$ cat src/lsu_bus_bridge.sv
// Four-phase bus bridge
`timescale 1ns/1ps

module lsu_bus_bridge (
    input  logic        clk,
    input  logic        arst_n,
    input  logic        req,
    input  logic        we,
    input  logic [3:0]  be,
    input  logic [31:0] addr,
    input  logic [31:0] wdata,
    output logic        idle,
    output logic [31:0] rdata,
    output logic        rvalid,
    output logic        bus_req,
    output logic        bus_we,
    output logic [3:0]  bus_be,
    output logic [31:0] bus_addr,
    output logic [31:0] bus_wdata,
    input  logic        bus_ack,
    input  logic [31:0] bus_rdata
);
    localparam logic [1:0] st_idle    = 2'd0;
    localparam logic [1:0] st_request = 2'd1;
    localparam logic [1:0] st_release = 2'd2;
    localparam logic [1:0] st_return  = 2'd3;

    logic [1:0] state;

    ////////////////////////////////////////////////////////////////////////////
    // FSM
    // Loads pass through return right after the ack, then wait for ack low
    always_ff @(posedge clk or negedge arst_n) begin
        if (!arst_n) begin
            state <= st_idle;
        end else begin
            case (state)
                st_idle:    if (req) state <= st_request;
                st_request: if (bus_ack) state <= bus_we ? st_release : st_return;
                st_return:  state <= st_release;
                st_release: if (!bus_ack) state <= st_idle;
                default:    state <= st_idle;
            endcase
        end
    end

    ////////////////////////////////////////////////////////////////////////////
    // Access capture
    always_ff @(posedge clk) begin
        if (state == st_idle && req) begin
            bus_we    <= we;
            bus_be    <= be;
            bus_addr  <= {addr[31:2], 2'b00};
            bus_wdata <= wdata;
        end
        if (state == st_request && bus_ack) begin
            rdata <= bus_rdata;
        end
    end

    assign bus_req = (state == st_request);
    assign rvalid  = (state == st_return);
    assign idle    = (state == st_idle);

    // The memory only raises ack in answer to a request
    ack_after_req: assert property (
        @(posedge clk) disable iff (!arst_n)
        $rose(bus_ack) |-> bus_req
    ) else $error("bus_ack rose without bus_req");

endmodule

$ cat config.mk
export PLATFORM = sky130hd
export DESIGN_NAME = lsu_bus_bridge
export DESIGN_NICKNAME = d
export VERILOG_FILES = /design/src/lsu_bus_bridge.sv
export SDC_FILE = /design/constraint.sdc
export NUM_CORES = 1
export LEC_CHECK = 0
export BUFFER_PORTS_ARGS = -buffer_cell sky130_fd_sc_hd__buf_4
export CAP_MARGIN = 20
export CORE_MARGIN = 2
export CORE_UTILIZATION = 25
export DETAILED_ROUTE_END_ITERATION = 7
export GPL_TIMING_DRIVEN = 1
export PLACE_DENSITY_LB_ADDON = 0.05
export SYNTH_ARGS = -nofsm -noshare
export SYNTH_HDL_FRONTEND = slang
export SYNTH_SLANG_ARGS = --single-unit
$ cat constraint.sdc
create_clock -name clk -period 7.87 [get_ports clk]
set_input_delay 1.574 -clock clk [delete_from_list [all_inputs] [get_ports clk]]
set_output_delay 1.574 -clock clk [all_outputs]
set_load 0.05 [all_outputs]
==> run_results.csv <==
group,metric,value,unit
grt,grt_pass1_vias,1922,
drt,drt_iter0_drc,69,
power,ir_worst_vdd,134.9,uV
worst_setup_path,crit_path_start_kind,"register",
clocking,clk_pin_slew,60,ps
synth,synthSimpleGateAreaFrac,1.132,%
timing,setup-violations-final,0,
timing,fin_skew,4.737,ps
synth,ys_ff_latch,101,
power,power_density,337.7,nW/um2
grt,grt_start_max_net_pins,68,
clocking,insertion_delay,340,ps
die,num_rows,40,
placed_design,gp_congestion,0.6914,
timing,hold_slack,477.1,ps
layout,antennaDiodeCount,0,
synth,synth_xor_area_share,0,%
layout,seq_area,3023,um2
layout,final_common_cell,"buf_4",
drt,first_pass_iters,4,
drt,wl_met3,861,um
synth,yosysSeqAreaShare,97.66,%
clocking,cts.sinks,101,
synth,yosysTopAreaCell,"edfxtp_1",
synth,netlist_area,3095,um2
synth,synth_warnings,0,
synth,synthTopCellsByArea,"edfxtp_1 (96%), dfrtp_1 (1.6%), and2_1 (0.61%)",
synth,synth_cell_types,9,
die,die_h,115.3,um
hold_path,worstHoldPathType,"reg2reg",
clocking,root_buffer,"clkbuf_16",
clocking,cts_buffers,9,
drt,ant_nets,0,
power,leakagePower,2.080,nW
clocking,cts_setup_buffers,0,
worst_setup_path,required,6300,ps
worst_setup_path,cp.buffers_inverters,1,
layout,multi_input_area,62.56,um2
clocking,h-tree-depth,3,
drt,num_vias,1878,
timing,drv_slew,0,
synth,synth_compound_area_share,0.2829,%
drt,met2_length,3.629,mm
clocking,clock_tree.buffer_depth,2,
worst_setup_path,worstSetupPathType,"reg2out",
clocking,ctsHoldBuffers,0,
worst_setup_path,crit_path_end_kind,"output port",
die,die_w,115.3,um
worst_setup_path,cp_data_arrival_time,1130,ps
layout,drive_gt1_share,65.66,%
synth,synthMuxAreaShare,0,%
drt,routed_wl,7.365,mm
die,core,12060,um2
layout,final_nets,433,
layout,n_fill_cell,1120,
worst_setup_path,critPathTopFamily,"flip-flops",
layout,layout_common_cells,"buf_4 (206), edfxtp_1 (99), clkbuf_16 (9)",
die,die_area,13290,um2
timing,worst-slew-pin-transition,859.6,ps
synth,synth_top_area_share,96.04,%
worst_setup_path,crit_path_max_fanout,6,
timing,hold_viol,0,
run_status,outcome,"finished, final reports clean",
synth,synth_top_family_by_area,"simple AND/OR/NAND/NOR gates",
run,drv_cap,0,
timing,tns,0,ps
drt,wl_per_cell,14.73,um
grt,grtUsageTotal,10.85,%
worst_setup_path,worst_path_largest_cell_delay,420,ps
drt,drc,0,
grt,grt_pass1_wl,10.31,mm
synth,postSynthCellCount,112,
placed_design,portBuffers,204,
die,pin_count,209,
timing,rsz0062_at_grt,"false",
drt,top_layer,"met4",
grt,overflow,0,
timing,slew_headroom,42.69,%
placed_design,dp_hpwl,5.413,mm
layout,syn_to_final_growth,64.47,%
timing,max_freq,369.5,MHz
synth,synth.avg_cell_area,27.64,um2
timing,finalCritPeriodShare,34.39,%
worst_setup_path,crit_chain,"nor2b_2 > buf_4",
die,start_util,25.66,%
grt,antenna_found_initial,0,
synth,yosys.area_share.adder,0.3234,%
clocking,cts_tree,"done",
worst_setup_path,critPathSlowestCell,"dfrtp_1",
drt,vias_per_cell,3.756,
clocking,cts_resized,0,
drt,drt-met1-wl,2.731,mm
timing,fin_crit,2706,ps
## cells by family (layout without fill, tap and decap cells)
| logic type | after synthesis | in the layout |
|---|---|---|
| flops | 101 | 101 |
| simple gates | 6 | 6 |
| buf+inv | 2 | 221 |
| fa+ha+maj | 1 | 1 |
| other cells | 1 | 2 |
| compound gates | 1 | 1 |
## metrics by stage
| step | area, um2 | total power [W] | worst slack [ps] | util (%) | std cells |
|---|---|---|---|---|---|
| 2_1_floorplan | 3099 | 0.001147 | 4291 | - | 113 |
| 3_3_place_gp | 4842 | 0.001353 | 4964 | 40.15 | 485 |
| 3_5_place_dp | 4842 | 0.001353 | 4989 | 40.15 | 485 |
| 4_1_cts | 5091 | 0.001746 | 5135 | 42.21 | 500 |
| 5_1_grt | 5091 | 0.001793 | 5075 | 42.21 | 500 |
| 6_report | 5091 | 0.001719 | 5164 | 42.21 | 500 |
## registers in the layout, indices dropped and copies added (netlist names)
name and flops:
bus_wdata 32, bus_be 4, rdata 32, bus_we 1, state 2, bus_addr 30
## worst paths after layout
check                      startpoint            to  slack [ps]  cells past startpoint
min in group asynchronous      arst_n      state[1]        1010                      1
max                          state[0]       bus_req        5160                      2
max reg2reg                  state[0]  bus_wdata[3]        6060                      3
max in group asynchronous      arst_n      state[0]        6780                      1
min reg2reg                    bus_we      state[0]         480                      1
min                            bus_we      state[0]         480                      1
## power by group
| group | internal, W | total [W] | switching [W] |
|---|---|---|---|
| Sequential | 0.000719 | 0.000749 | 0.0000294 |
| Clock | 0.000209 | 0.000386 | 0.000177 |
| Combinational | 0.000155 | 0.000584 | 0.000429 |
## cells in the mapped netlist
library cell,n
a311oi_1,1
edfxtp_1,99
nor2b_2,1
buf_4,2
maj3_1,1
nor2_1,2
and2_1,3
dfrtp_1,2
conb_1,1
## worst register-to-register path, stage by stage (launching register included)
cell and delay (ps):
dfrtp_1 420, nor2_1 160, and2_2 150, buf_4 630
## layer usage
metal  up-vias  track usage (%)
met1       880            12.02
met5         -                0
li1        877                -
met3        10            6.009
met4         0            6.024
met2       111            16.59
## area by class of cell
type	instances	share of cell area (%)
Multi-Input combinational cell	10	1.229
Tap cell	168	4.129
Clock inverter	4	0.3195
Timing Repair Buffer	206	30.38
Sequential cell	101	59.38
Clock buffer	11	4.571
Note: power is estimated with default switching activity, not from simulation.
