==> src/lsu_pkg.sv <==
// Load/store unit shared definitions
package lsu_pkg;

    ////////////////////////////////////////////////////////////////////////////
    // Access size codes (funct3)
    // Stores only look at the low two bits
    localparam logic [2:0] fn3_lb  = 3'b000;
    localparam logic [2:0] fn3_lh  = 3'b001;
    localparam logic [2:0] fn3_lw  = 3'b010;
    localparam logic [2:0] fn3_lbu = 3'b100;
    localparam logic [2:0] fn3_lhu = 3'b101;

    ////////////////////////////////////////////////////////////////////////////
    // Exception causes
    localparam logic [3:0] exc_load_misaligned  = 4'd4;
    localparam logic [3:0] exc_store_misaligned = 4'd6;

    ////////////////////////////////////////////////////////////////////////////
    // Widths and sub-unit indices

    // Instruction tag width
    parameter int id_w = 3;

    localparam logic unit_scratch = 1'b0;
    localparam logic unit_bus     = 1'b1;

endpackage

==> src/lsu_issue_ctrl.sv <==
// Load/store issue control
`timescale 1ns/1ps

module lsu_issue_ctrl (
    input  logic                     clk,
    input  logic                     arst_n,
    input  logic                     issue_valid,
    input  logic                     load,
    input  logic                     store,
    input  logic [2:0]               fn3,
    input  logic [31:0]              rs1,
    input  logic [11:0]              offset,
    input  logic [31:0]              rs2,
    input  logic [lsu_pkg::id_w-1:0] id,
    output logic                     issue_ready,
    output logic                     exc_valid,
    output logic [3:0]               exc_code,
    output logic [31:0]              exc_tval,
    output logic [lsu_pkg::id_w-1:0] exc_id,
    output logic [31:0]              addr,
    input  logic                     unit_sel,
    input  logic                     bus_idle,
    input  logic                     fifo_full,
    input  logic                     fifo_empty,
    input  logic                     last_unit,
    output logic                     req_scratch,
    output logic                     req_bus,
    output logic                     req_we,
    output logic [3:0]               req_be,
    output logic [31:0]              req_wdata,
    output logic                     push
);
    import lsu_pkg::*;

    logic       accept;
    logic       mem_op;
    logic       misaligned;
    logic       unit_stall;
    logic       out_of_reset;
    logic [3:0] store_be;

    ////////////////////////////////////////////////////////////////////////////
    // Address and alignment
    assign addr = rs1 + {{20{offset[11]}}, offset};

    always_comb begin
        case (fn3[1:0])
            fn3_lh[1:0]: misaligned = addr[0];
            fn3_lw[1:0]: misaligned = |addr[1:0];
            default:     misaligned = 1'b0;
        endcase
    end

    ////////////////////////////////////////////////////////////////////////////
    // Byte enables and write lanes
    always_comb begin
        store_be  = 4'b0000;
        req_wdata = rs2;
        case (fn3[1:0])
            fn3_lb[1:0]: begin
                store_be[addr[1:0]] = 1'b1;
                req_wdata           = {4{rs2[7:0]}};
            end
            fn3_lh[1:0]: begin
                store_be  = addr[1] ? 4'b1100 : 4'b0011;
                req_wdata = {2{rs2[15:0]}};
            end
            default: store_be = 4'b1111;
        endcase
    end

    // Loads always read the whole word
    assign req_be = store ? store_be : 4'b1111;
    assign req_we = store;

    ////////////////////////////////////////////////////////////////////////////
    // Issue handshake

    // Held low until the first edge after reset release
    always_ff @(posedge clk or negedge arst_n) begin
        if (!arst_n) begin
            out_of_reset <= 1'b0;
        end else begin
            out_of_reset <= 1'b1;
        end
    end

    // Outstanding loads on the other unit could collide with this one
    assign unit_stall  = !fifo_empty && (unit_sel != last_unit);
    assign issue_ready = bus_idle && !fifo_full && !unit_stall && out_of_reset;

    assign accept = issue_valid && issue_ready;
    assign mem_op = accept && (load || store) && !misaligned;

    assign req_scratch = mem_op && (unit_sel == unit_scratch);
    assign req_bus     = mem_op && (unit_sel == unit_bus);
    assign push        = mem_op && load;

    // Misaligned accesses stop here
    assign exc_valid = accept && (load || store) && misaligned;
    assign exc_code  = store ? exc_store_misaligned : exc_load_misaligned;
    assign exc_tval  = addr;
    assign exc_id    = id;

    // An issued access is exactly one of load and store
    one_kind_check: assert property (
        @(posedge clk) disable iff (!arst_n)
        issue_valid |-> (load ^ store)
    ) else $error("issue is not exactly one of load and store");

endmodule

==> config.mk <==
export PLATFORM = sky130hd
export DESIGN_NAME = lsu_issue_ctrl
export DESIGN_NICKNAME = d
export VERILOG_FILES = /design/src/lsu_pkg.sv /design/src/lsu_issue_ctrl.sv
export SDC_FILE = /design/constraint.sdc
export NUM_CORES = 1
export LEC_CHECK = 0
export ABC_AREA = 1
export BUFFER_PORTS_ARGS = -buffer_cell sky130_fd_sc_hd__buf_2
export CAP_MARGIN = 0
export CORE_MARGIN = 3
export CORE_UTILIZATION = 33
export CTS_CLUSTER_DIAMETER = 30
export DETAILED_ROUTE_END_ITERATION = 6
export GPL_TIMING_DRIVEN = 0
export PLACE_DENSITY = 0.69
export SYNTH_ARGS = -nofsm -noshare
export SYNTH_HDL_FRONTEND = slang
export SYNTH_SLANG_ARGS = --single-unit
==> constraint.sdc <==
create_clock -name clk -period 1.75 [get_ports clk]
set_input_delay 0.0875 -clock clk [delete_from_list [all_inputs] [get_ports clk]]
set_output_delay 0.0875 -clock clk [all_outputs]
set_load 0.1 [all_outputs]
==> out/results.txt <==
The share of post-route cells with drive strength above 1 is 0.646, and the top-level port count is 205. In the post-synthesis netlist, the biggest area contributors are nand2_1 (30%), inv_1 (18%), ha_1 (13%). The core region area was 0.00942 mm2.

The worst path in the final design needs a cycle of 2.01 ns, including I/O delays and setup. The flow ran to the end, but the final reports show violations. The run gives 0 as the remaining antenna violation count. The most frequent standard cell in the layout excluding fill and tap cells is inv_1. The run gives 0.447 as the normalized max-slew margin.

In this design, the critical path's most frequently occurring cell is nand2_4. The total grt overflow came out at 0. The startpoint class of the critical path is a primary input.

Compared with the post-synthesis result, the final layout area differs by 153%. The area share of the largest cell type after synthesis was 0.300. The number of max-slew violations in the final report is 0, and the combined buffer and inverter count along the critical path is 5.

The signal on the critical path passes through buf_8, ha_4, inv_2, fa_2, inv_2, nand3_2, nand3_4, nand2_4, nand2_4, nand3_4, nand2_4, xor2_4, buf_12, buf_12. For the pin with the worst max-slew slack, the measured transition is 0.826 ns. The average via count per standard cell is 5.38. The post-synthesis register bit count was 1. Entering global routing, the biggest net connects 17 pins.

After clock tree synthesis, the clock-pin slew on the worst setup and hold paths is 0 ns. Overall power consumption after layout is estimated at 6.98 mW. The worst min-delay path category was primary input to asynchronous set/reset pin. The tools report the top achievable clock speed as 0.496 GHz. For the least setup slack across all paths after layout, the log shows -0.265 ns. The power density of the placed cells is 845 mW/mm2. The height of the die is 105 um. On the final layout, the worst hold slack is 0.404 ns.

The global placer's final weighted congestion is 0.930. The final reports fail on setup timing. Initial standard-cell utilization of the core: 0.346. The synthesized area per cell is 4.91 um2. The logs give 23000 um for the first-pass GRT wire length and 5557 for the via count.

In the layout the commonest cells are inv_1 (134), nand2_1 (126), buf_2 (108). The kind of end point of the critical path was an output port. The first detailed-routing pass took 7 iterations. STA puts the critical path data required time at 1.66 ns.

Summed over all cells, the static leakage comes to 4.30 nW. In this run the core area contains 35 standard-cell rows. In the final design database the tool counted 1027 nets.

Across the whole layout, storage elements account for 25.0 um2. For this run, the slowest stage of the critical path takes 0.36 ns. Along the worst path, the maximum fanout reaches 3.

The number of hold-slack violations in the final timing report was 0. The mapped cell area is 0.00326 mm2. Setup repair after global routing could not meet its margin everywhere. Summing all multi-input logic gate instances after layout gives 0.00453 mm2. The critical path in this run is classified as primary input to output port. The global router's overall resource usage was 0.250; the number of global-route vias before repair was 4835. Per-cell routed wire length: 20.1 um. The number of flip-flops in the largest register is 1. The tools report the number of remaining DRC errors as 0. The count of buffers from port buffering came out at 197. Measured along the x axis, the die boundary spans 105 um. The wire length reported by the detailed router is 20700 um.

The part of the cycle the worst path needs came out at 1.15. out_of_reset holds more flip-flops than any other register. The post-synthesis sequential area ratio is 0.00767. Max-cap violations in this run came to 0.

The largest delay contributor family on the critical path is simple AND/OR/NAND/NOR gates. The gate count of the mapped netlist was 664; the critical path data arrival time was 1.93 ns. The biggest area contributor in the post-synthesis netlist is nand2_1. The initial antenna violation count was 5. On the critical path, the stage with the largest delay is an instance of fa_2. The count of final setup violators was 44.

For the total number of yosys warnings, the log shows 0. The logs give 436 for the number of DRC markers after the initial detailed-route iteration and 11400 um for the detailed placement HPWL. Counting the fill cells in the layout gives 408.

The worst vdd rail ir drop was 0.837 mV. For the count of unique library cells instantiated by Yosys, the log shows 28. Die outline area: 0.0111 mm2. The largest registers in the layout are out_of_reset: 1 flops.
-- through the flow --
stage / setup slack (ns) / instances / instance area (um2) / utilization / TNS (ns)
global placement: -0.801 / 992 / 5650 / 0.601 / -38.51
CTS: -0.178 / 1007 / 7030 / 0.747 / -1.66
detailed placement: -0.835 / 992 / 5650 / 0.601 / -39.99
finish: -0.265 / 1032 / 8260 / 0.877 / -4.01
floorplan: -0.875 / 666 / 4510 / - / -8.55
global route: -0.286 / 1032 / 8260 / 0.877 / -6.45
-- kinds of logic (layout without fill, tap and decap cells) --
| group | count (synthesis) | in the layout | synth area share |
|---|---|---|---|
| XOR/XNOR | 17 | 17 | 0.0457 |
| buffers and inverters | 207 | 439 | 0.294 |
| AO/OA/AOI/OAI | 53 | 53 | 0.0875 |
| other | 2 | 9 | 0.00230 |
| flip-flops | 1 | 1 | 0.00767 |
| AND/OR/NAND/NOR | 349 | 349 | 0.426 |
| adder cells (fa/ha/maj) | 35 | 35 | 0.137 |
-- per-layer routing --
metal / global-route usage / part of all wire / vias up
met3: 0.0392 / 0.088 / 124
met5: 0 / 0 / -
li1: - / - / 2414
met4: 0.0694 / 0.063 / 0
met1: 0.269 / 0.33 / 2595
met2: 0.497 / 0.52 / 424
-- synth_stat cells, drive strengths merged --
library cell  instances
nor3                  4
o22ai                 8
o21ai                20
conb                  2
and3b                 1
xor2                 14
nand4                 4
a211oi                1
dfrtp                 1
nor3b                 2
o211ai                1
a21oi                21
nand3                28
fa                    1
or2                   1
o21bai                1
clkbuf                2
ha                   34
a21o                  1
nor2                 44
xnor2                 3
buf                  49
nand2               265
inv                 156
-- cell type report --
class                      count  share of cell area
antenna                        5             0.00151
buffer                        46              0.0741
inverter                     156              0.0735
multi-input combinational    458               0.548
sequential                     1             0.00303
tap                          129              0.0195
timing repair buffer         237               0.280
-- where the power goes --
part           switching, mW  leakage [nW]  internal, mW
registers           0.000264        0.0117        0.0247
clock network              0     0.0000317   0.000000383
logic                   4.60          4.28          2.35
total                   4.60          4.30          2.37
-- repair_timing --
| action | in CTS | in global routing |
|---|---|---|
| resized for setup | 317 | 255 |
| hold buffers | 1 | 0 |
| gates cloned | 1 | 1 |
| buffers inserted | 14 | 23 |
| pin swaps | 36 | 118 |
| endpoints found under the setup margin | 79 | 76 |
| endpoints found under the hold margin | 1 | 0 |
-- worst paths after layout --
| path | startpoint | end | slack (ns) | depth (start not counted) |
|---|---|---|---|---|
| setup / recovery | rs1[0] | exc_tval[16] | -0.26 | 14 |
| hold / removal | arst_n | out_of_reset$_DFF_PN0_ | 0.40 | 2 |
| max in group asynchronous | arst_n | out_of_reset$_DFF_PN0_ | 1.26 | 2 |
| min in group clk | unit_sel | req_scratch | 0.54 | 3 |
No activity file was read; power rests on OpenSTA's default activity.
