===== config.mk =====
export PLATFORM = sky130hd
export DESIGN_NAME = lsu_load_align
export DESIGN_NICKNAME = d
export VERILOG_FILES = /design/src/lsu_pkg.sv /design/src/lsu_load_align.sv
export SDC_FILE = /design/constraint.sdc
export NUM_CORES = 1
export LEC_CHECK = 0
export ABC_AREA = 1
export ABC_CLOCK_PERIOD_IN_PS = 1900
export BUFFER_PORTS_ARGS = -buffer_cell sky130_fd_sc_hd__buf_2
export CAP_MARGIN = 10
export CORE_ASPECT_RATIO = 0.5
export CORE_UTILIZATION = 30
export DETAILED_ROUTE_END_ITERATION = 10
export PLACE_DENSITY = 0.71
export SLEW_MARGIN = 20
export SYNTH_ARGS = -nofsm -noshare
export SYNTH_HDL_FRONTEND = slang
export SYNTH_SLANG_ARGS = --single-unit

===== constraint.sdc =====
create_clock -name vclk -period 1.9
set_input_delay 0.19 -clock vclk [all_inputs]
set_output_delay 0.19 -clock vclk [all_outputs]
set_load 0.1 [all_outputs]

===== src/lsu_pkg.sv =====
// Load/store unit shared definitions
package lsu_pkg;

    ////////////////////////////////////////////////////////////////////////////
    // Access size codes (funct3)
    // Stores only look at the low two bits
    localparam logic [2:0] fn3_lb  = 3'b000;
    localparam logic [2:0] fn3_lh  = 3'b001;
    localparam logic [2:0] fn3_lw  = 3'b010;
    localparam logic [2:0] fn3_lbu = 3'b100;
    localparam logic [2:0] fn3_lhu = 3'b101;

    ////////////////////////////////////////////////////////////////////////////
    // Exception causes
    localparam logic [3:0] exc_load_misaligned  = 4'd4;
    localparam logic [3:0] exc_store_misaligned = 4'd6;

    ////////////////////////////////////////////////////////////////////////////
    // Widths and sub-unit indices

    // Instruction tag width
    parameter int id_w = 3;

    localparam logic unit_scratch = 1'b0;
    localparam logic unit_bus     = 1'b1;

endpackage


===== src/lsu_load_align.sv =====
// Load data alignment
`timescale 1ns/1ps

module lsu_load_align (
    input  logic [31:0]              scratch_rdata,
    input  logic                     scratch_rvalid,
    input  logic [31:0]              bus_rdata,
    input  logic                     bus_rvalid,
    input  logic [2:0]               fn3,
    input  logic [1:0]               byte_off,
    input  logic                     unit,
    input  logic [lsu_pkg::id_w-1:0] id,
    output logic                     wb_done,
    output logic [31:0]              wb_data,
    output logic [lsu_pkg::id_w-1:0] wb_id,
    output logic                     pop
);
    import lsu_pkg::*;

    logic [31:0] unit_data;
    logic [15:0] half_data;
    logic [7:0]  byte_data;

    // Data and valid of the unit at the FIFO head
    assign unit_data = (unit == unit_bus) ? bus_rdata : scratch_rdata;
    assign wb_done   = (unit == unit_bus) ? bus_rvalid : scratch_rvalid;

    // Halfword first, then byte within it
    assign half_data = byte_off[1] ? unit_data[31:16] : unit_data[15:0];
    assign byte_data = byte_off[0] ? half_data[15:8] : half_data[7:0];

    always_comb begin
        case (fn3)
            fn3_lb:  wb_data = {{24{byte_data[7]}}, byte_data};
            fn3_lh:  wb_data = {{16{half_data[15]}}, half_data};
            fn3_lbu: wb_data = {24'b0, byte_data};
            fn3_lhu: wb_data = {16'b0, half_data};
            fn3_lw:  wb_data = unit_data;
            default: wb_data = unit_data;
        endcase
    end

    assign wb_id = id;
    // Head entry retires with its writeback
    assign pop   = wb_done;

endmodule


==> results of run 1 <==
==> power by group through the flow <==
| stage | Combinational, uW | Clock [uW] | Sequential [uW] |
|---|---|---|---|
| finish | 1320 | 0 | 0 |
| global route | 1380 | 0 | 0 |
| CTS | 1320 | 0 | 0 |
| detailed placement | 1320 | 0 | 0 |
| global placement | 1310 | 0 | 0 |
| floorplan | 892 | 0 | 0 |
==> per-stage QoR <==
stage | hold WS, ps | total power (uW) | utilization | setup WS (ps) | std cells
after floorplan | 592 | 892 | - | 101 | 288
after global placement | 381 | 1310 | 0.539 | 236 | 447
after detailed placement | 381 | 1320 | 0.539 | 203 | 447
after CTS | 381 | 1320 | 0.539 | 199 | 447
after global routing | 380 | 1380 | 0.539 | 80.7 | 447
final | 380 | 1320 | 0.539 | 197 | 447
==> layout make-up <==
cell class	count	area, um^2
Fill cell	479	2080
Inverter	19	71.3
Multi-Input combinational cell	248	1210
Tap cell	66	82.6
Timing Repair Buffer	114	1070
==> worst max path at each step <==
stage | to | startpoint | slack, ps
global placement | wb_data[20] | unit | 240
finish | wb_data[24] | unit | 200
floorplan | wb_done | unit | 100
CTS | wb_data[24] | unit | 200
detailed placement | wb_data[24] | unit | 200
global route | wb_data[28] | unit | 80
==> synthesized netlist by cell type, types with 2 or more instances <==
cell type and n:
clkbuf_1 2, o21ai_0 7, inv_1 16, nand3_2 23
a21o_1 2, inv_2 3, nand3_1 58, buf_2 6
nor2_1 2, nand2_1 142, buf_4 4, buf_6 7
or2_0 7, nand2_4 2, nand2_2 3
==> routing by layer <==
layer  up-vias  track usage  share of wire
li1       1111            -              -
met1       939        0.264           0.46
met2        47        0.360           0.49
met3         6      0.00821          0.044
met4         0       0.0242         0.0097
met5         -            0              0
==> cell families (layout without fill, tap and decap cells) <==
family	after synthesis	in the layout	synth area share
AO/OA/AOI/OAI	9	9	0.0346
AND/OR/NAND/NOR	239	239	0.802
buffers and inverters	40	133	0.163
==> critical path: cells and delay by family <==
family / cells / cell delay (ps)
AND/OR/NAND/NOR: 6 / 850
buffers and inverters: 3 / 450
==> flow_summary.toml, run 1 <==
[status]
status = "completed"

[detailed_routing]
via_per_inst = 4.70
finalWirelength_mm = 5.24
routedWlPerCell_um = 11.7
dr.pass1.iters = 4
vias = 2103
drt-initial-drc-count = 101
route.antenna.remaining_nets = 0
drc = 0

[layout]
diodes = 0
post-route-cell-area_um2 = 2430
mostFrequentLayoutCell = "nand2_1"
drive_gt1_frac = 0.383
seq_cell_count = 0
nets = 458
mostFrequentLayoutCells = "nand2_1, buf_2, nand3_1"
nClkBuffers = 0
syn_to_final_growth_pct = 68.2
ff_latch_area_um2 = 0

[floorplanning]
design.die.area_um2 = 5120
rows = 17
ioPinCount = 112
die_height_um = 51.1
core_area_um2 = 4510
initial_core_util = 0.321
die_w_um = 100

[worst_hold_path]
min_path_type = "primary input to output pin"
whs_endpoint = "wb_id[0]"
min_from = "id[0]"
holdPathStages = 0

[setup_path]
cp_data_required_time_ps = 1710
worst-path-max-fanout = 24
crit_path_max_incr_delay_ps = 300
end_kind = "output pin"
arrival_ps = 1510
critPathKind = "primary input to output pin"
slowest_stage = "nand2_4"
cp_cell_sequence = "buf_2 > inv_2 > nand2_2 > nand3_1 > nand3_1 > nand2_2 > nand2_4 > nand3_1 > buf_12"
cpMostUsedCell = "nand3_1"
worstSetupStartpointType = "primary input"

[synth]
netlist_instances = 288
synth_cell_types = 19
synth.top_cell.area_share = 0.369
synth_area_um2 = 1450
syn_avg_cell_area_um2 = 5.02
yosysSeqAreaShare = 0
yosysWarnings = 0
synth_area_leaders = "nand2_1, nand3_1, nand3_2"
syn_nets = 363
synth_area_leader_cell = "nand2_1"

[timing]
timing.fmax_mhz = 587
tightest_slew_ps = 487
fin_crit_sh = 0.896
max_slew_margin = 0.678
rsz0062_at_grt = "false"
setup_violations = 0
period_minus_slack_ps = 1700
setup_tns_ps = 0
final_hold_viol_count = 0
drv_slew = 0

[place]
routabilityCongestion = 0.836
place_area_um2 = 2430
io_buffer_count = 106
dpl.hpwl_mm = 4.22

[power_and_ir_drop]
peakVddDrop_mv = 0.285
power_frac_seq = 0
p_per_area_nw_per_um2 = 542
p_int_uw = 445
power_frac_comb = 1.000
power.leakage_uw = 0.00150
switching_share = 0.663
switchingPower_uw = 874
p_clk_frac = 0

[global_routing]
grt_max_degree = 37
grt-ovfl-total = 0
antenna_found_initial = 0
grt_pass1_wl_mm = 8.28
grt_pass1_vias = 1835
grt_usage = 0.196

[cts]
cts_setup_buffers = 0
cts_resized = 0
hold_buffers = 0

[flow_run]
max-cap-violations = 0
Note: power is estimated with default switching activity, not from simulation.
==> run 2: changes to the inputs <==
--- a/config.mk
+++ b/config.mk
@@ -10,6 +10,7 @@
 export BUFFER_PORTS_ARGS = -buffer_cell sky130_fd_sc_hd__buf_2
 export CAP_MARGIN = 10
 export CORE_ASPECT_RATIO = 0.5
+export CORE_MARGIN = 4
 export CORE_UTILIZATION = 30
 export DETAILED_ROUTE_END_ITERATION = 10
 export PLACE_DENSITY = 0.71
==> flow_summary.toml, run 2 (same netlist as run 1, synthesis figures left out) <==
[status]
status = "completed"

[detailed_routing]
drc = 0
via_per_inst = 4.76
finalWirelength_mm = 5.46
route.antenna.remaining_nets = 0
routedWlPerCell_um = 12.2
dr.pass1.iters = 4
vias = 2131
drt-initial-drc-count = 233

[power_and_ir_drop]
power.leakage_uw = 0.00150
p_int_uw = 443
switching_share = 0.664
switchingPower_uw = 876
power_frac_seq = 0
p_per_area_nw_per_um2 = 543
peakVddDrop_mv = 0.275
p_clk_frac = 0
power_frac_comb = 1.000

[setup_path]
worstSetupStartpointType = "primary input"
cp_data_required_time_ps = 1710
arrival_ps = 1510
critPathKind = "primary input to output pin"
worst-path-max-fanout = 36
end_kind = "output pin"

[floorplanning]
rows = 17
die_height_um = 57.1
core_area_um2 = 4530
design.die.area_um2 = 6060
ioPinCount = 112
die_w_um = 106
initial_core_util = 0.319

[timing]
timing.fmax_mhz = 590
setup_violations = 0
finalWorstSetupSlack_ps = 204
max_slew_margin = 0.677
setup_tns_ps = 0
final_hold_viol_count = 0
tightest_slew_ps = 487
period_minus_slack_ps = 1700
drv_slew = 0
rsz0062_at_grt = "false"
fin_crit_sh = 0.892

[layout]
fillers = 453
nets = 459
post-route-cell-area_um2 = 2430
syn_to_final_growth_pct = 67.8
nClkBuffers = 0
ff_latch_area_um2 = 0
drive_gt1_frac = 0.385
mostFrequentLayoutCell = "nand2_1"
seq_cell_count = 0
mostFrequentLayoutCells = "nand2_1, buf_2, nand3_1"
diodes = 0

[global_routing]
grt_usage = 0.170
antenna_found_initial = 0
grt_pass1_wl_mm = 8.95
grt-ovfl-total = 0
grt_max_degree = 37
grt_pass1_vias = 1979

[place]
routabilityCongestion = 0.847
io_buffer_count = 106
dpl.hpwl_mm = 4.50
place_area_um2 = 2430
pre_cts_slack_ps = 211

[cts]
cts_setup_buffers = 0
hold_buffers = 0
cts_resized = 0

[worst_hold_path]
min_path_type = "primary input to output pin"

[flow_run]
max-cap-violations = 0
==> run 2: power groups by stage <==
stage          registers (uW)  clock network (uW)  logic (uW)
5_1_grt                     0                   0        1380
4_1_cts                     0                   0        1320
3_5_place_dp                0                   0        1320
2_1_floorplan               0                   0         892
3_3_place_gp                0                   0        1310
6_report                    0                   0        1320
==> run 2: path summary, 6_finish.rpt <==
path              startpoint         end  cells past startpoint
setup / recovery        unit  wb_data[0]                      8
hold / removal         id[0]    wb_id[0]                      0
==> run 2: cell type report <==
| cell class | instances | area, um^2 | share of cell area |
|---|---|---|---|
| well taps | 66 | 82.6 | 0.0340 |
| multi-input cells | 248 | 1210 | 0.498 |
| inverters | 19 | 71.3 | 0.0294 |
| repair buffers | 115 | 1060 | 0.438 |
==> run 2: critical path: stages <==
cell and delay (ps):
buf_2 140, buf_4 340, o21ai_0 190, or2_0 230, nand2_1 80, inv_1 40
nand2_1 100, buf_12 180
==> run 2: routing by layer <==
layer  track usage  up-vias  share of wire
met2         0.317       65           0.52
li1              -     1110              -
met4       0.00369        0              0
met3       0.00565        0          0.057
met1         0.233      956           0.42
met5             0        -              0
==> run 2: per-stage QoR <==
| stage | total power, uW | util | hold WS [ps] | instances |
|---|---|---|---|---|
| finish | 1320 | 0.536 | 380 | 448 |
| global route | 1380 | 0.536 | 380 | 448 |
| CTS | 1320 | 0.536 | 381 | 448 |
| detailed placement | 1320 | 0.536 | 381 | 448 |
| global placement | 1310 | 0.536 | 381 | 448 |
| floorplan | 892 | - | 592 | 288 |
==> run 3: changes to the inputs <==
--- a/config.mk
+++ b/config.mk
@@ -6,7 +6,7 @@
 export NUM_CORES = 1
 export LEC_CHECK = 0
 export ABC_AREA = 1
-export ABC_CLOCK_PERIOD_IN_PS = 1900
+export ABC_CLOCK_PERIOD_IN_PS = 1600
 export BUFFER_PORTS_ARGS = -buffer_cell sky130_fd_sc_hd__buf_2
 export CAP_MARGIN = 10
 export CORE_ASPECT_RATIO = 0.5
==> constraint.sdc (replaced) <==
create_clock -name vclk -period 1.6
set_input_delay 0.16 -clock vclk [all_inputs]
set_output_delay 0.16 -clock vclk [all_outputs]
set_load 0.1 [all_outputs]
==> flow_summary.toml, run 3 (same netlist as run 1, synthesis figures left out) <==
[status]
status = "completed"

[timing]
period_minus_slack_ps = 1490
max_slew_margin = 0.768
rsz0062_at_grt = "true"
tightest_slew_ps = 347
setup_tns_ps = 0
drv_slew = 0
fin_crit_sh = 0.934
setup_violations = 0
timing.fmax_mhz = 669
finalWorstSetupSlack_ps = 105
final_hold_viol_count = 0

[layout]
drive_gt1_frac = 0.417
syn_to_final_growth_pct = 78.3
nClkBuffers = 0
postLayoutCoreUtil = 0.569
diodes = 0
nets = 463
fillers = 436
seq_cell_count = 0
mostFrequentLayoutCell = "nand2_1"
ff_latch_area_um2 = 0
mostFrequentLayoutCells = "nand2_1, buf_2, nand3_1"

[worst_hold_path]
min_from = "id[0]"
min_path_type = "primary input to output pin"

[global_routing]
grt_max_degree = 23
grt_pass1_wl_mm = 9.08
grt_pass1_vias = 2036
grt_usage = 0.176
antenna_found_initial = 0
grt-ovfl-total = 0

[setup_path]
worst-path-max-fanout = 15
startpoint = "unit"
cpMostUsedCell = "nand3_1"
arrival_ps = 1330
cp_data_required_time_ps = 1440
worstSetupStartpointType = "primary input"
cp_cell_sequence = "buf_2 > inv_2 > nand2_1 > nand3_1 > nand3_1 > nand2_2 > nand2_4 > buf_12 > nand3_1 > buf_12"
crit_path_max_incr_delay_ps = 190
critPathKind = "primary input to output pin"
slowest_stage = "buf_12"
end_kind = "output pin"

[detailed_routing]
dr.pass1.iters = 4
via_per_inst = 4.73
drt-initial-drc-count = 92
drc = 0
routedWlPerCell_um = 12.4
route.antenna.remaining_nets = 0
maxUsedRoutingLayer = "met4"
met1Wirelength_mm = 2.38
vias = 2140
wl_met3_um = 297
dr_wl_met2_mm = 2.87
finalWirelength_mm = 5.59

[floorplanning]
die_w_um = 106
design.die.area_um2 = 6060
initial_core_util = 0.319
core_area_um2 = 4530
die_height_um = 57.1
ioPinCount = 112
rows = 17

[power_and_ir_drop]
peakVddDrop_mv = 0.239
p_per_area_nw_per_um2 = 631
total_power_uw = 1630
power.leakage_uw = 0.00155

[place]
dpl.hpwl_mm = 4.67
io_buffer_count = 106
pre_cts_slack_ps = 98.0
routabilityCongestion = 0.809

[flow_run]
max-cap-violations = 0

[cts]
cts_setup_buffers = 0
-- run 3: area by class of cell --
type	instances	area [um^2]	area share
repair buffers	119	1180	0.456
inverters	19	71.3	0.0277
multi-input cells	248	1250	0.484
well taps	66	82.6	0.0320
-- run 3: layer usage --
metal  vias up  global-route usage
met3         8              0.0169
met1       960               0.232
met5         -                   0
met2        52               0.323
met4         0              0.0166
li1       1120                   -
-- run 3: power by group --
part,internal (uW),total [uW],switching (uW)
combinational,570,1630,1060
clock,0,0,0
sequential,0,0,0
total,570,1630,1060
-- run 3: worst paths after layout --
check	endpoint	cells after the start	slack, ps
setup / recovery	wb_data[24]	10	110
hold / removal	wb_id[0]	0	320
-- run 3: critical path: cells and delay by family --
family / cells / cell delay (ps)
simple gates: 6 / 540
buf+inv: 4 / 630
-- run 3: metrics by stage --
step | instances | cell area, um^2 | hold WS, ps
after global placement | 452 | 2560 | 321
after floorplan | 288 | 1470 | 532
after detailed placement | 452 | 2560 | 321
after CTS | 452 | 2560 | 321
after global routing | 452 | 2580 | 320
final | 452 | 2580 | 320
-- run 3: timing repair --
action	in CTS	in global routing
endpoints found under the setup margin	0	6
hold buffers	0	0
resized for setup	0	2
