===== config.mk =====
export PLATFORM = sky130hd
export DESIGN_NAME = lsu_addr_map
export DESIGN_NICKNAME = d
export VERILOG_FILES = /design/src/lsu_pkg.sv /design/src/lsu_addr_map.sv
export SDC_FILE = /design/constraint.sdc
export NUM_CORES = 1
export LEC_CHECK = 0
export CAP_MARGIN = 20
export CORE_MARGIN = 2
export CORE_UTILIZATION = 55
export DETAILED_ROUTE_END_ITERATION = 12
export DONT_BUFFER_PORTS = 1
export PLACE_DENSITY = 0.66
export SYNTH_ARGS = -nofsm -noshare
export SYNTH_HDL_FRONTEND = slang
export SYNTH_SLANG_ARGS = --single-unit
export TNS_END_PERCENT = 50

===== constraint.sdc =====
create_clock -name clk -period 4.4 [get_ports clk]
set_input_delay 0.22 -clock clk [delete_from_list [all_inputs] [get_ports clk]]
set_output_delay 0.22 -clock clk [all_outputs]
set_load 0.01 [all_outputs]

===== src/lsu_pkg.sv =====
// Load/store unit shared definitions
package lsu_pkg;

    ////////////////////////////////////////////////////////////////////////////
    // Access size codes (funct3)
    // Stores only look at the low two bits
    localparam logic [2:0] fn3_lb  = 3'b000;
    localparam logic [2:0] fn3_lh  = 3'b001;
    localparam logic [2:0] fn3_lw  = 3'b010;
    localparam logic [2:0] fn3_lbu = 3'b100;
    localparam logic [2:0] fn3_lhu = 3'b101;

    ////////////////////////////////////////////////////////////////////////////
    // Exception causes
    localparam logic [3:0] exc_load_misaligned  = 4'd4;
    localparam logic [3:0] exc_store_misaligned = 4'd6;

    ////////////////////////////////////////////////////////////////////////////
    // Widths and sub-unit indices

    // Instruction tag width
    parameter int id_w = 3;

    localparam logic unit_scratch = 1'b0;
    localparam logic unit_bus     = 1'b1;

endpackage


===== src/lsu_addr_map.sv =====
// Sub-unit address map
`timescale 1ns/1ps

module lsu_addr_map (
    input  logic        clk,
    input  logic        arst_n,
    input  logic        cfg_we,
    input  logic        cfg_sel,
    input  logic [31:0] cfg_wdata,
    input  logic [31:0] addr,
    output logic        unit_sel
);
    import lsu_pkg::*;

    logic [31:0] scratch_base;
    logic [31:0] bus_base;

    // cfg_sel picks the register: 0 scratch base, 1 bus base
    always_ff @(posedge clk or negedge arst_n) begin
        if (!arst_n) begin
            scratch_base <= 32'h0000_0000;
            bus_base     <= 32'h8000_0000;
        end else if (cfg_we) begin
            if (cfg_sel) begin
                bus_base <= cfg_wdata;
            end else begin
                scratch_base <= cfg_wdata;
            end
        end
    end

    // Everything from the bus base upwards belongs to the bus
    assign unit_sel = (addr >= bus_base) ? unit_bus : unit_scratch;

    // Scratch window must sit below the bus window
    base_order_check: assert property (
        @(posedge clk) disable iff (!arst_n)
        scratch_base < bus_base
    ) else $error("scratch base not below bus base");

endmodule


==> impl_results.md, run 1 <==
- MaxCap Viol Count: 0
- Worst r2r src: bus_base[18]
- Setup CP Type: reg -> out
- Cell Int Power: slightly above 0.5 mW
- CP max stage delay: 0.37 ns
- Worst path cell trace: inv_1 -> ha_1 -> a21oi_2 -> o21ai_1 -> a221o_1 -> a2111oi_2 -> o21ai_1
- Residual DRC: 0
- Hpwl dp: roughly 2.9 mm
- Switching Fraction: 0.282
- Post-placement setup slack: between 2 and 2.5 ns
- R2r setup slk: roughly 3.6 ns
- Worst path top cell family by delay: compound AO/OA/AOI/OAI gates
- Comb power frac: 0.268
- Initial antenna violation count: 0
- CP required: 4.18 ns
- P per Cell Area: between 300 and 400 mW/mm2
- Top reg by flops: bus_base
- Routed wire length: between 3 and 4 mm
- CTS tree: built
- Post-CTS Resized: 0
- DIE HEIGHT: 64.0 um
- DRT iter0 DRCs: 19
- Post-Syn Instances: around 180
- Crit. End Element: output pin
- Synth warn: 0
- Sequential share of power: 0.497
- Die X: about 64 um
- Final Hold Vio Count: 0
- Net Sw Power: about 0.2 mW
- N_diodes: 0
- Largest net degree at the start of global routing: 33
- Crit start category: register
- Rows: 21
- Crit path max fanout: 3
- Syn Nets: around 280
- Min-delay worst type: in -> reg
- Worst path buffer plus inverter count: 1
- Peak supply drop: 0.224 mV
- Share of cells above drive strength 1: 0.239
- FMAX: 425 MHz
- Cts hold-fix bufs: 2
- Max Root-Sink Buffers: 2
- Register area share after synthesis: 0.405
- Num ports: 69
- First-pass GRT wire length: ~6.0 mm
- Seq cells post-synth: 32
- Gpl congestion: ~0.82
- Clock root buffer: clkbuf_4
- P&R area growth vs syn: 7.01%
- Largest registers: bus_base (32)
- Drt wl/cell: roughly 15 um
- Max reg flops: 32
- Status: complete, no violations
- Clk_skew: 0 ns
- Avg Inst Size Synth: 11.3 um2
- Total CTS buffers: 5
- Relative slew slack: 0.736
- Final period util: 0.535
- Min Tclk post-route: around 2.4 ns
- Vias: 1,253
- Crit path arrival time: roughly 2.1 ns
- LEAKAGE: 1.07 nW
- GRT Total Usage: 0.194
- Antenna viol nets, final: 0
- Clk sink count: 32
- Top cell by count, worst path: o21ai_1
- Netlist cell types: 25
- Final setup viols: 0
- Crit-path slowest cell: a221o_1
- Setup TNS Final: 0 ns
- Hold Startpoint: cfg_wdata[26]
- Critical path launch point: bus_base[19]
- Drt pass-1 iters: 2
- Vias in the first global route: about 1,400
- Area of the core: about 0.0034 mm2
- Max-slew violation count: 0
- Skew-Pair Late Insertion Delay: ~0.32 ns
- Gr ovfl total: 0
- Clock slew at reported path FFs: about 0.1 ns
- Final layout net count: ~280
- Starting Density: 0.584
- Cell Area, Synth: about 0.0020 mm2
- Unrepaired setup endpoints after global routing: no
- Port bufs: 0
- Clock network power share: 0.236
- Worst-Margin Slew: slightly below 0.4 ns
- H-tree depth: 2
- Vias per cell: approximately 5.4
- Final worst setup slack: 2.05 ns
- Die ar.: 0.00410 mm2
- Post CTS Setup Buffer Count: 0
==> cell families (layout without fill, tap and decap cells) <==
kind of cell / after synthesis / in the layout / synth area share
simple gates: 21 / 21 / 0.0562
flops: 32 / 32 / 0.405
mux: 32 / 32 / 0.182
compound gates: 24 / 24 / 0.0865
fa+ha+maj: 32 / 32 / 0.202
buf+inv: 35 / 43 / 0.0682
==> cell usage after synthesis, drive strengths merged <==
| master | number | area share |
|---|---|---|
| a2111oi | 2 | 0.012 |
| dfrtp | 31 | 0.39 |
| mux2 | 32 | 0.18 |
| inv | 32 | 0.061 |
| nand2 | 6 | 0.011 |
| and4 | 2 | 0.0088 |
| nor2b | 1 | 0.0032 |
| o211a | 1 | 0.0051 |
| a221o | 1 | 0.0051 |
| nor2 | 2 | 0.0038 |
| nand2b | 2 | 0.0063 |
| nand4 | 4 | 0.013 |
| a21oi | 10 | 0.029 |
| o21a | 2 | 0.0076 |
| o21ai | 3 | 0.0076 |
| a21o | 3 | 0.011 |
| o2111ai | 1 | 0.0044 |
| buf | 3 | 0.0076 |
| dfstp | 1 | 0.013 |
| a221oi | 1 | 0.0044 |
| nand3 | 4 | 0.010 |
| ha | 32 | 0.20 |
==> final cells by class <==
cell class	instances	area (um2)
inverter	32	120
timing repair buffer	3	37.5
sequential	32	802
fill	270	1270
tap	46	57.6
multi-input combinational	109	1040
clock buffer	8	58.8
==> per-layer routing <==
| layer | vias to the layer above | share of wire | wire length, um | global-route usage |
|---|---|---|---|---|
| li1 | 628 | - | - | - |
| met1 | 568 | 0.39 | 1380 | 0.200 |
| met2 | 50 | 0.50 | 1750 | 0.346 |
| met3 | 7 | 0.093 | 326 | 0.0757 |
| met4 | 0 | 0.015 | 52 | 0.0815 |
| met5 | - | 0 | 0 | 0 |
==> power by group through the flow <==
stage	registers, mW	clock network [mW]	logic [mW]
detailed placement	0.366	0	0.186
global placement	0.363	0	0.174
finish	0.358	0.170	0.193
CTS	0.359	0.178	0.196
global route	0.365	0.191	0.226
floorplan	0.359	0	0.152
==> path summary, 6_finish.rpt <==
| kind | end | depth (start not counted) |
|---|---|---|
| setup / recovery | unit_sel | 7 |
| hold / removal | bus_base[26] | 1 |
| setup reg to reg | bus_base[18] | 1 |
| hold reg to reg | bus_base[25] | 1 |
| max in group asynchronous | bus_base[31] | 2 |
| min in group asynchronous | bus_base[21] | 2 |
==> layout by cell type, fill, tap and decap left out, types with 2 or more instances in the layout <==
cell	instances
nand3_1	4
nor2_1	2
nand2b_1	2
and4_1	2
a21oi_1	8
clkbuf_4	5
nand2_1	6
mux2_2	32
nand4_1	4
o21a_1	2
inv_1	32
o21ai_1	2
a21o_1	3
ha_1	32
dfrtp_1	31
a21oi_2	2
clkbuf_1	2
==> stage by stage <==
step	utilization	instances	hold WS (ns)	instance area (um2)	power (mW)
finish	0.625	230	0.0390	2120	0.722
global route	0.625	230	0.0153	2120	0.782
CTS	0.625	230	0.0240	2120	0.734
detailed placement	0.599	220	-0.0752	2030	0.552
global placement	0.599	220	-0.0750	2030	0.536
floorplan	-	176	-0.0756	1980	0.511
Power figures use the tool's default switching activity.
==> run 2: changes to the inputs <==
Clock period 4.4 ns to 2.37 ns, I/O delays scaled along.
==> run 2 against run 1 <==
Sequential share of layout area decreased by 5.0 points. Flip-flop and latch count unchanged. Worst setup slack got worse by 1.9 ns. Wire length increased by 13%. Final cell count increased by 14%. Via count increased by 12%. Count of clock-buffer cells in the layout unchanged. Die area unchanged. Register-to-register slack got worse by 2.0 ns. Design area increased by 15%. Clock skew unchanged. First-iteration DRC count increased to 2.5 times the previous value. Critical endpoint unchanged. Largest power group unchanged. Highest routed layer unchanged.
==> impl_results.md, run 2 (same netlist as run 1, synthesis figures left out) <==
- Rows: 21
- Max reg flops: 32
- Comb power frac: 0.293
- Initial antenna violation count: 0
- Die X: about 64 um
- Min-delay worst type: in -> async
- GRT Total Usage: 0.216
- Peak supply drop: 0.478 mV
- Vias: around 1,400
- Sequential share of power: 0.480
- Crit-path slowest cell: dfrtp_1
- Filler cells: 242
- P per Cell Area: approximately 570 mW/mm2
- Pwr Total: around 1.4 mW
- Drt wl/cell: around 15 um
- Final Hold Vio Count: 0
- Post-placement setup slack: ~0.47 ns
- Antenna viol nets, final: 0
- Die ar.: ~0.004 mm2
- Most common cell after layout, fill and taps aside: dlygate4sd3_1
- Share of cells above drive strength 1: 0.204
- Final period util: 0.953
- P&R area growth vs syn: 23.2%
- Max-slew violation count: 0
- N_diodes: 0
- Relative slew slack: 0.741
- Top cell by count, worst path: o21ai_1
- Crit path capture: unit_sel
- Clock network power share: 0.227
- Setup CP Type: reg -> out
- Clk sink count: 32
- Routed wire length: a little under 4 mm
- Area of the core: ~0.0034 mm2
- Net Sw Power: ~0.39 mW
- R2r setup slk: 1.59 ns
- Skew-Pair Late Insertion Delay: between 0.3 and 0.4 ns
- Switching Fraction: 0.283
- Crit path max fanout: 2
- Commonest cells after routing, fill and taps aside: 33 x dlygate4sd3_1, 32 x inv_1, 32 x mux2_2, 32 x ha_1, 31 x dfrtp_1
- Max Root-Sink Buffers: 2
- Worst-Margin Slew: roughly 0.38 ns
- Status: complete, no violations
- DIE HEIGHT: between 60 and 70 um
- Final setup viols: 0
- Worst r2r src: bus_base[18]
- Final worst setup slack: approximately 0.11 ns
- Crit. End Element: output pin
- Min Tclk post-route: ~2.3 ns
- MaxCap Viol Count: 0
- Unrepaired setup endpoints after global routing: no
- Clk_skew: 0 ns
- Largest net degree at the start of global routing: 33
- Hpwl dp: roughly 2.9 mm
- FF-to-FF End: bus_base[18]
- Drt pass-1 iters: 4
- Worst Reg2Reg Path Length in Cells: 1
- Cts hold-fix bufs: 34
- Final layout net count: around 320
- Worst path cell trace: inv_1 -> ha_1 -> a21oi_2 -> o21ai_1 -> a221o_1 -> a2111oi_2 -> o21ai_1
- Worst path buffer plus inverter count: 1
- CP required: 2.25 ns
- Port bufs: 0
- Largest registers: bus_base (32)
- Top reg by flops: bus_base
- DP Area: roughly 0.002 mm2
- Setup TNS Final: 0 ns
- H-tree depth: 2
- Crit path arrival time: between 2 and 2.5 ns
- Post CTS Setup Buffer Count: 0
- Post-CTS Resized: 0
- LEAKAGE: between 1 and 1.5 nW
- Total CTS buffers: 5
- FMAX: 443 MHz
- Gr ovfl total: 0
- First-pass GRT wire length: around 6.7 mm
- Vias per cell: 5.37
- Final Util: 0.720
- Critical path launch point: bus_base[17]
- Crit start category: register
- Worst path top cell family by delay: compound AO/OA/AOI/OAI gates
- CP max stage delay: roughly 0.36 ns
- Cell Int Power: around 1.0 mW
- Crit path depth: 7
- Clock slew at reported path FFs: ~0.090 ns
- Num ports: slightly below 70
- Finished Cell Area: approximately 0.0024 mm2
- Residual DRC: 0
- Starting Density: 0.584
- Vias in the first global route: 1,631
- DRT iter0 DRCs: 48
- Gpl congestion: ~0.82
- Clock root buffer: clkbuf_4
- CTS tree: built
[run 2: changes by cell type in the layout (fill, tap and decap cells not counted), sizes merged]
cell / change
dlygate4sd3: +32
[run 2: area by class of cell]
| class | count | area [um2] | share of cell area |
|---|---|---|---|
| Clock buffer | 8 | 58.8 | 0.0241 |
| Inverter | 32 | 120 | 0.0492 |
| Multi-Input combinational cell | 109 | 1040 | 0.428 |
| Sequential cell | 32 | 802 | 0.329 |
| Tap cell | 46 | 57.6 | 0.0236 |
| Timing Repair Buffer | 35 | 358 | 0.147 |
[run 2: per-layer routing]
metal / up-vias / GRT usage / wire, um / share of wire
met5: - / 0 / 0 / 0
met4: 0 / 0.0815 / 54 / 0.014
met3: 6 / 0.0687 / 301 / 0.076
met2: 53 / 0.409 / 2040 / 0.52
met1: 655 / 0.217 / 1560 / 0.39
li1: 693 / - / - / -
[run 2: through the flow]
stage / cells / hold slack (ns)
finish: 262 / 0.234
global route: 262 / 0.236
CTS: 262 / 0.206
detailed placement: 220 / -0.177
global placement: 220 / -0.177
floorplan: 176 / -0.177
[run 2: power by group through the flow]
stage | logic [mW] | clock network, mW | registers, mW
2_1_floorplan | 0.282 | 0 | 0.666
3_3_place_gp | 0.322 | 0 | 0.673
3_5_place_dp | 0.345 | 0 | 0.678
4_1_cts | 0.409 | 0.335 | 0.667
5_1_grt | 0.464 | 0.354 | 0.679
6_report | 0.408 | 0.316 | 0.668
[run 2: worst min-delay path by stage]
stage	to	slack, ns	depth (start not counted)
after global placement	bus_base[22]	-0.18	0
after floorplan	bus_base[0]	-0.18	0
after detailed placement	bus_base[22]	-0.18	0
after global routing	bus_base[21]	0.24	2
final	bus_base[21]	0.23	2
after CTS	bus_base[22]	0.21	2
==> run 3: changes to the inputs <==
Settings changed: CTS_CLUSTER_SIZE from default to 8, RECOVER_POWER from default to 50.
==> run 3 against run 2 <==
Global-route usage unchanged. Power is 0.26% lower. Critical endpoint unchanged. Largest cell class unchanged. Wire length rose by 0.25%. Hold slack better by 0.14 ns. The flow now finishes with violations (capacitance limit, slew limit). Worst setup slack better by 0.0020 ns. Critical path depth is the same.
==> impl_results.md, run 3 (same netlist as run 1, synthesis figures left out) <==
- Gpl congestion: slightly above 0.8
- CTS tree: built
- First-pass GRT wire length: roughly 6.7 mm
- CP max stage delay: around 0.36 ns
- Final period util: 0.952
- Relative slew slack: -0.132
- Max Root-Sink Buffers: 2
- Final layout net count: 315
- Crit path max fanout: 2
- FMAX: between 400 and 500 MHz
- Vias per cell: 5.37
- Antenna viol nets, final: 0
- Drt wl/cell: 15.1 um
- Largest net degree at the start of global routing: 33
- MaxCap Viol Count: 1
- Final Hold Vio Count: 0
- Crit. End Element: output pin
- Worst hold slack: roughly 0.38 ns
- Die X: 64.0 um
- Clk_skew: 0 ns
- Largest registers: bus_base (32)
- CP required: around 2.3 ns
- Port bufs: 0
- Crit path arrival time: about 2.1 ns
- Worst r2r src: bus_base[18]
- Die ar.: roughly 0.0041 mm2
- Failing checks: capacitance limit, slew limit
- Setup TNS Final: 0 ns
- H-tree depth: 2
- Gr ovfl total: 0
- Hold path cells: 3
- Skew-Pair Late Insertion Delay: 0.32 ns
- Starting Density: 0.584
- Clock root buffer: clkbuf_4
- FF-to-FF End: bus_base[18]
- DIE HEIGHT: about 64 um
- Worst path cell trace: inv_1 -> ha_1 -> a21oi_2 -> o21ai_1 -> a221o_1 -> a2111oi_2 -> o21ai_1
- Crit path depth: 7
- Worst Hold End: bus_base[19]
- Final worst setup slack: between 0.1 and 0.15 ns
- Routed wire length: 3.97 mm
- Critical path launch point: bus_base[17]
- LEAKAGE: 1.19 nW
- Finished Cell Area: 0.00242 mm2
- DRT iter0 DRCs: 48
- Top reg by flops: bus_base
- Post-CTS Resized: 0
- Crit start category: register
- Clk sink count: 32
- Most common cell after layout, fill and taps aside: dlygate4sd3_1
- Rows: 21
- GRT Total Usage: 0.216
- Min-delay worst type: in -> reg
- P&R area growth vs syn: 22.4%
- Hpwl dp: between 2 and 3 mm
- Worst path top cell family by delay: compound AO/OA/AOI/OAI gates
- Top cell by count, worst path: o21ai_1
- Vias: ~1,400
- Clock slew at reported path FFs: ~0.09 ns
- Residual DRC: 0
- Peak supply drop: about 0.48 mV
- Worst path buffer plus inverter count: 1
- Unrepaired setup endpoints after global routing: no
- DP Area: 0.00203 mm2
- Min Tclk post-route: around 2.3 ns
- Num ports: just under 70
- Max-slew violation count: 33
- Drt pass-1 iters: 4
- Worst Reg2Reg Path Length in Cells: 1
- P per Cell Area: 573 mW/mm2
- Pwr Total: about 1.4 mW
- Crit-path slowest cell: dfrtp_1
- R2r setup slk: 1.59 ns
- Total CTS buffers: 5
- Share of cells above drive strength 1: 0.199
- Status: complete, but fails checks
- Vias in the first global route: 1,631
- Area of the core: approximately 0.0034 mm2
- Setup CP Type: reg -> out
- Initial antenna violation count: 0
- Hold Startpoint: cfg_sel
- Post-placement setup slack: 0.475 ns
- Max reg flops: 32
- Commonest cells after routing, fill and taps aside: 33 x dlygate4sd3_1, 32 x inv_1, 32 x mux2_2, 32 x ha_1, 31 x dfrtp_1
- N_diodes: 0
- Worst-Margin Slew: 1.70 ns
- Final setup viols: 0
[run 3: changes by cell type in the layout (fill, tap and decap cells not counted)]
cell	delta
clkbuf_1	+1
buf_12	-1
[run 3: where the power goes]
group	switching, mW	internal, mW
combinational	0.184	0.220
sequential	0.0398	0.628
clock	0.170	0.146
total	0.394	0.995
[run 3: layer usage]
layer | wire length (um) | vias to the layer above | GRT usage
met1 | 1570 | 655 | 0.217
met4 | 54 | 0 | 0.0815
met3 | 301 | 6 | 0.0687
met5 | 0 | - | 0
met2 | 2040 | 53 | 0.409
li1 | - | 694 | -
[run 3: worst min-delay path, stage by stage]
cell and delay, ns:
nand2_1 0.04, buf_4 0.25, mux2_2 0.27
[run 3: layout make-up]
class | instances | area (um2)
inverter | 32 | 120
clock buffer | 8 | 58.8
timing repair buffer | 35 | 342
multi-input combinational | 109 | 1040
sequential | 32 | 802
tap | 46 | 57.6
fill | 245 | 966
[run 3: per-stage QoR]
stage	utilization	cells
floorplan	-	176
detailed placement	0.599	220
CTS	0.720	262
global route	0.715	262
finish	0.715	262
global placement	0.599	220
[run 3: timing repair]
item,4_1_cts,5_1_grt
hold endpoints to repair,64,0
hold buffers,34,0
setup buffers,0,0
setup endpoints to repair,0,0
[run 3: worst max-delay path by stage]
| stage | slack [ns] | end |
|---|---|---|
| 2_1_floorplan | 0.60 | unit_sel |
| 4_1_cts | 0.09 | unit_sel |
| 5_1_grt | 0.008 | unit_sel |
| 6_report | 0.11 | unit_sel |
| 3_3_place_gp | 0.54 | unit_sel |
| 3_5_place_dp | 0.47 | unit_sel |
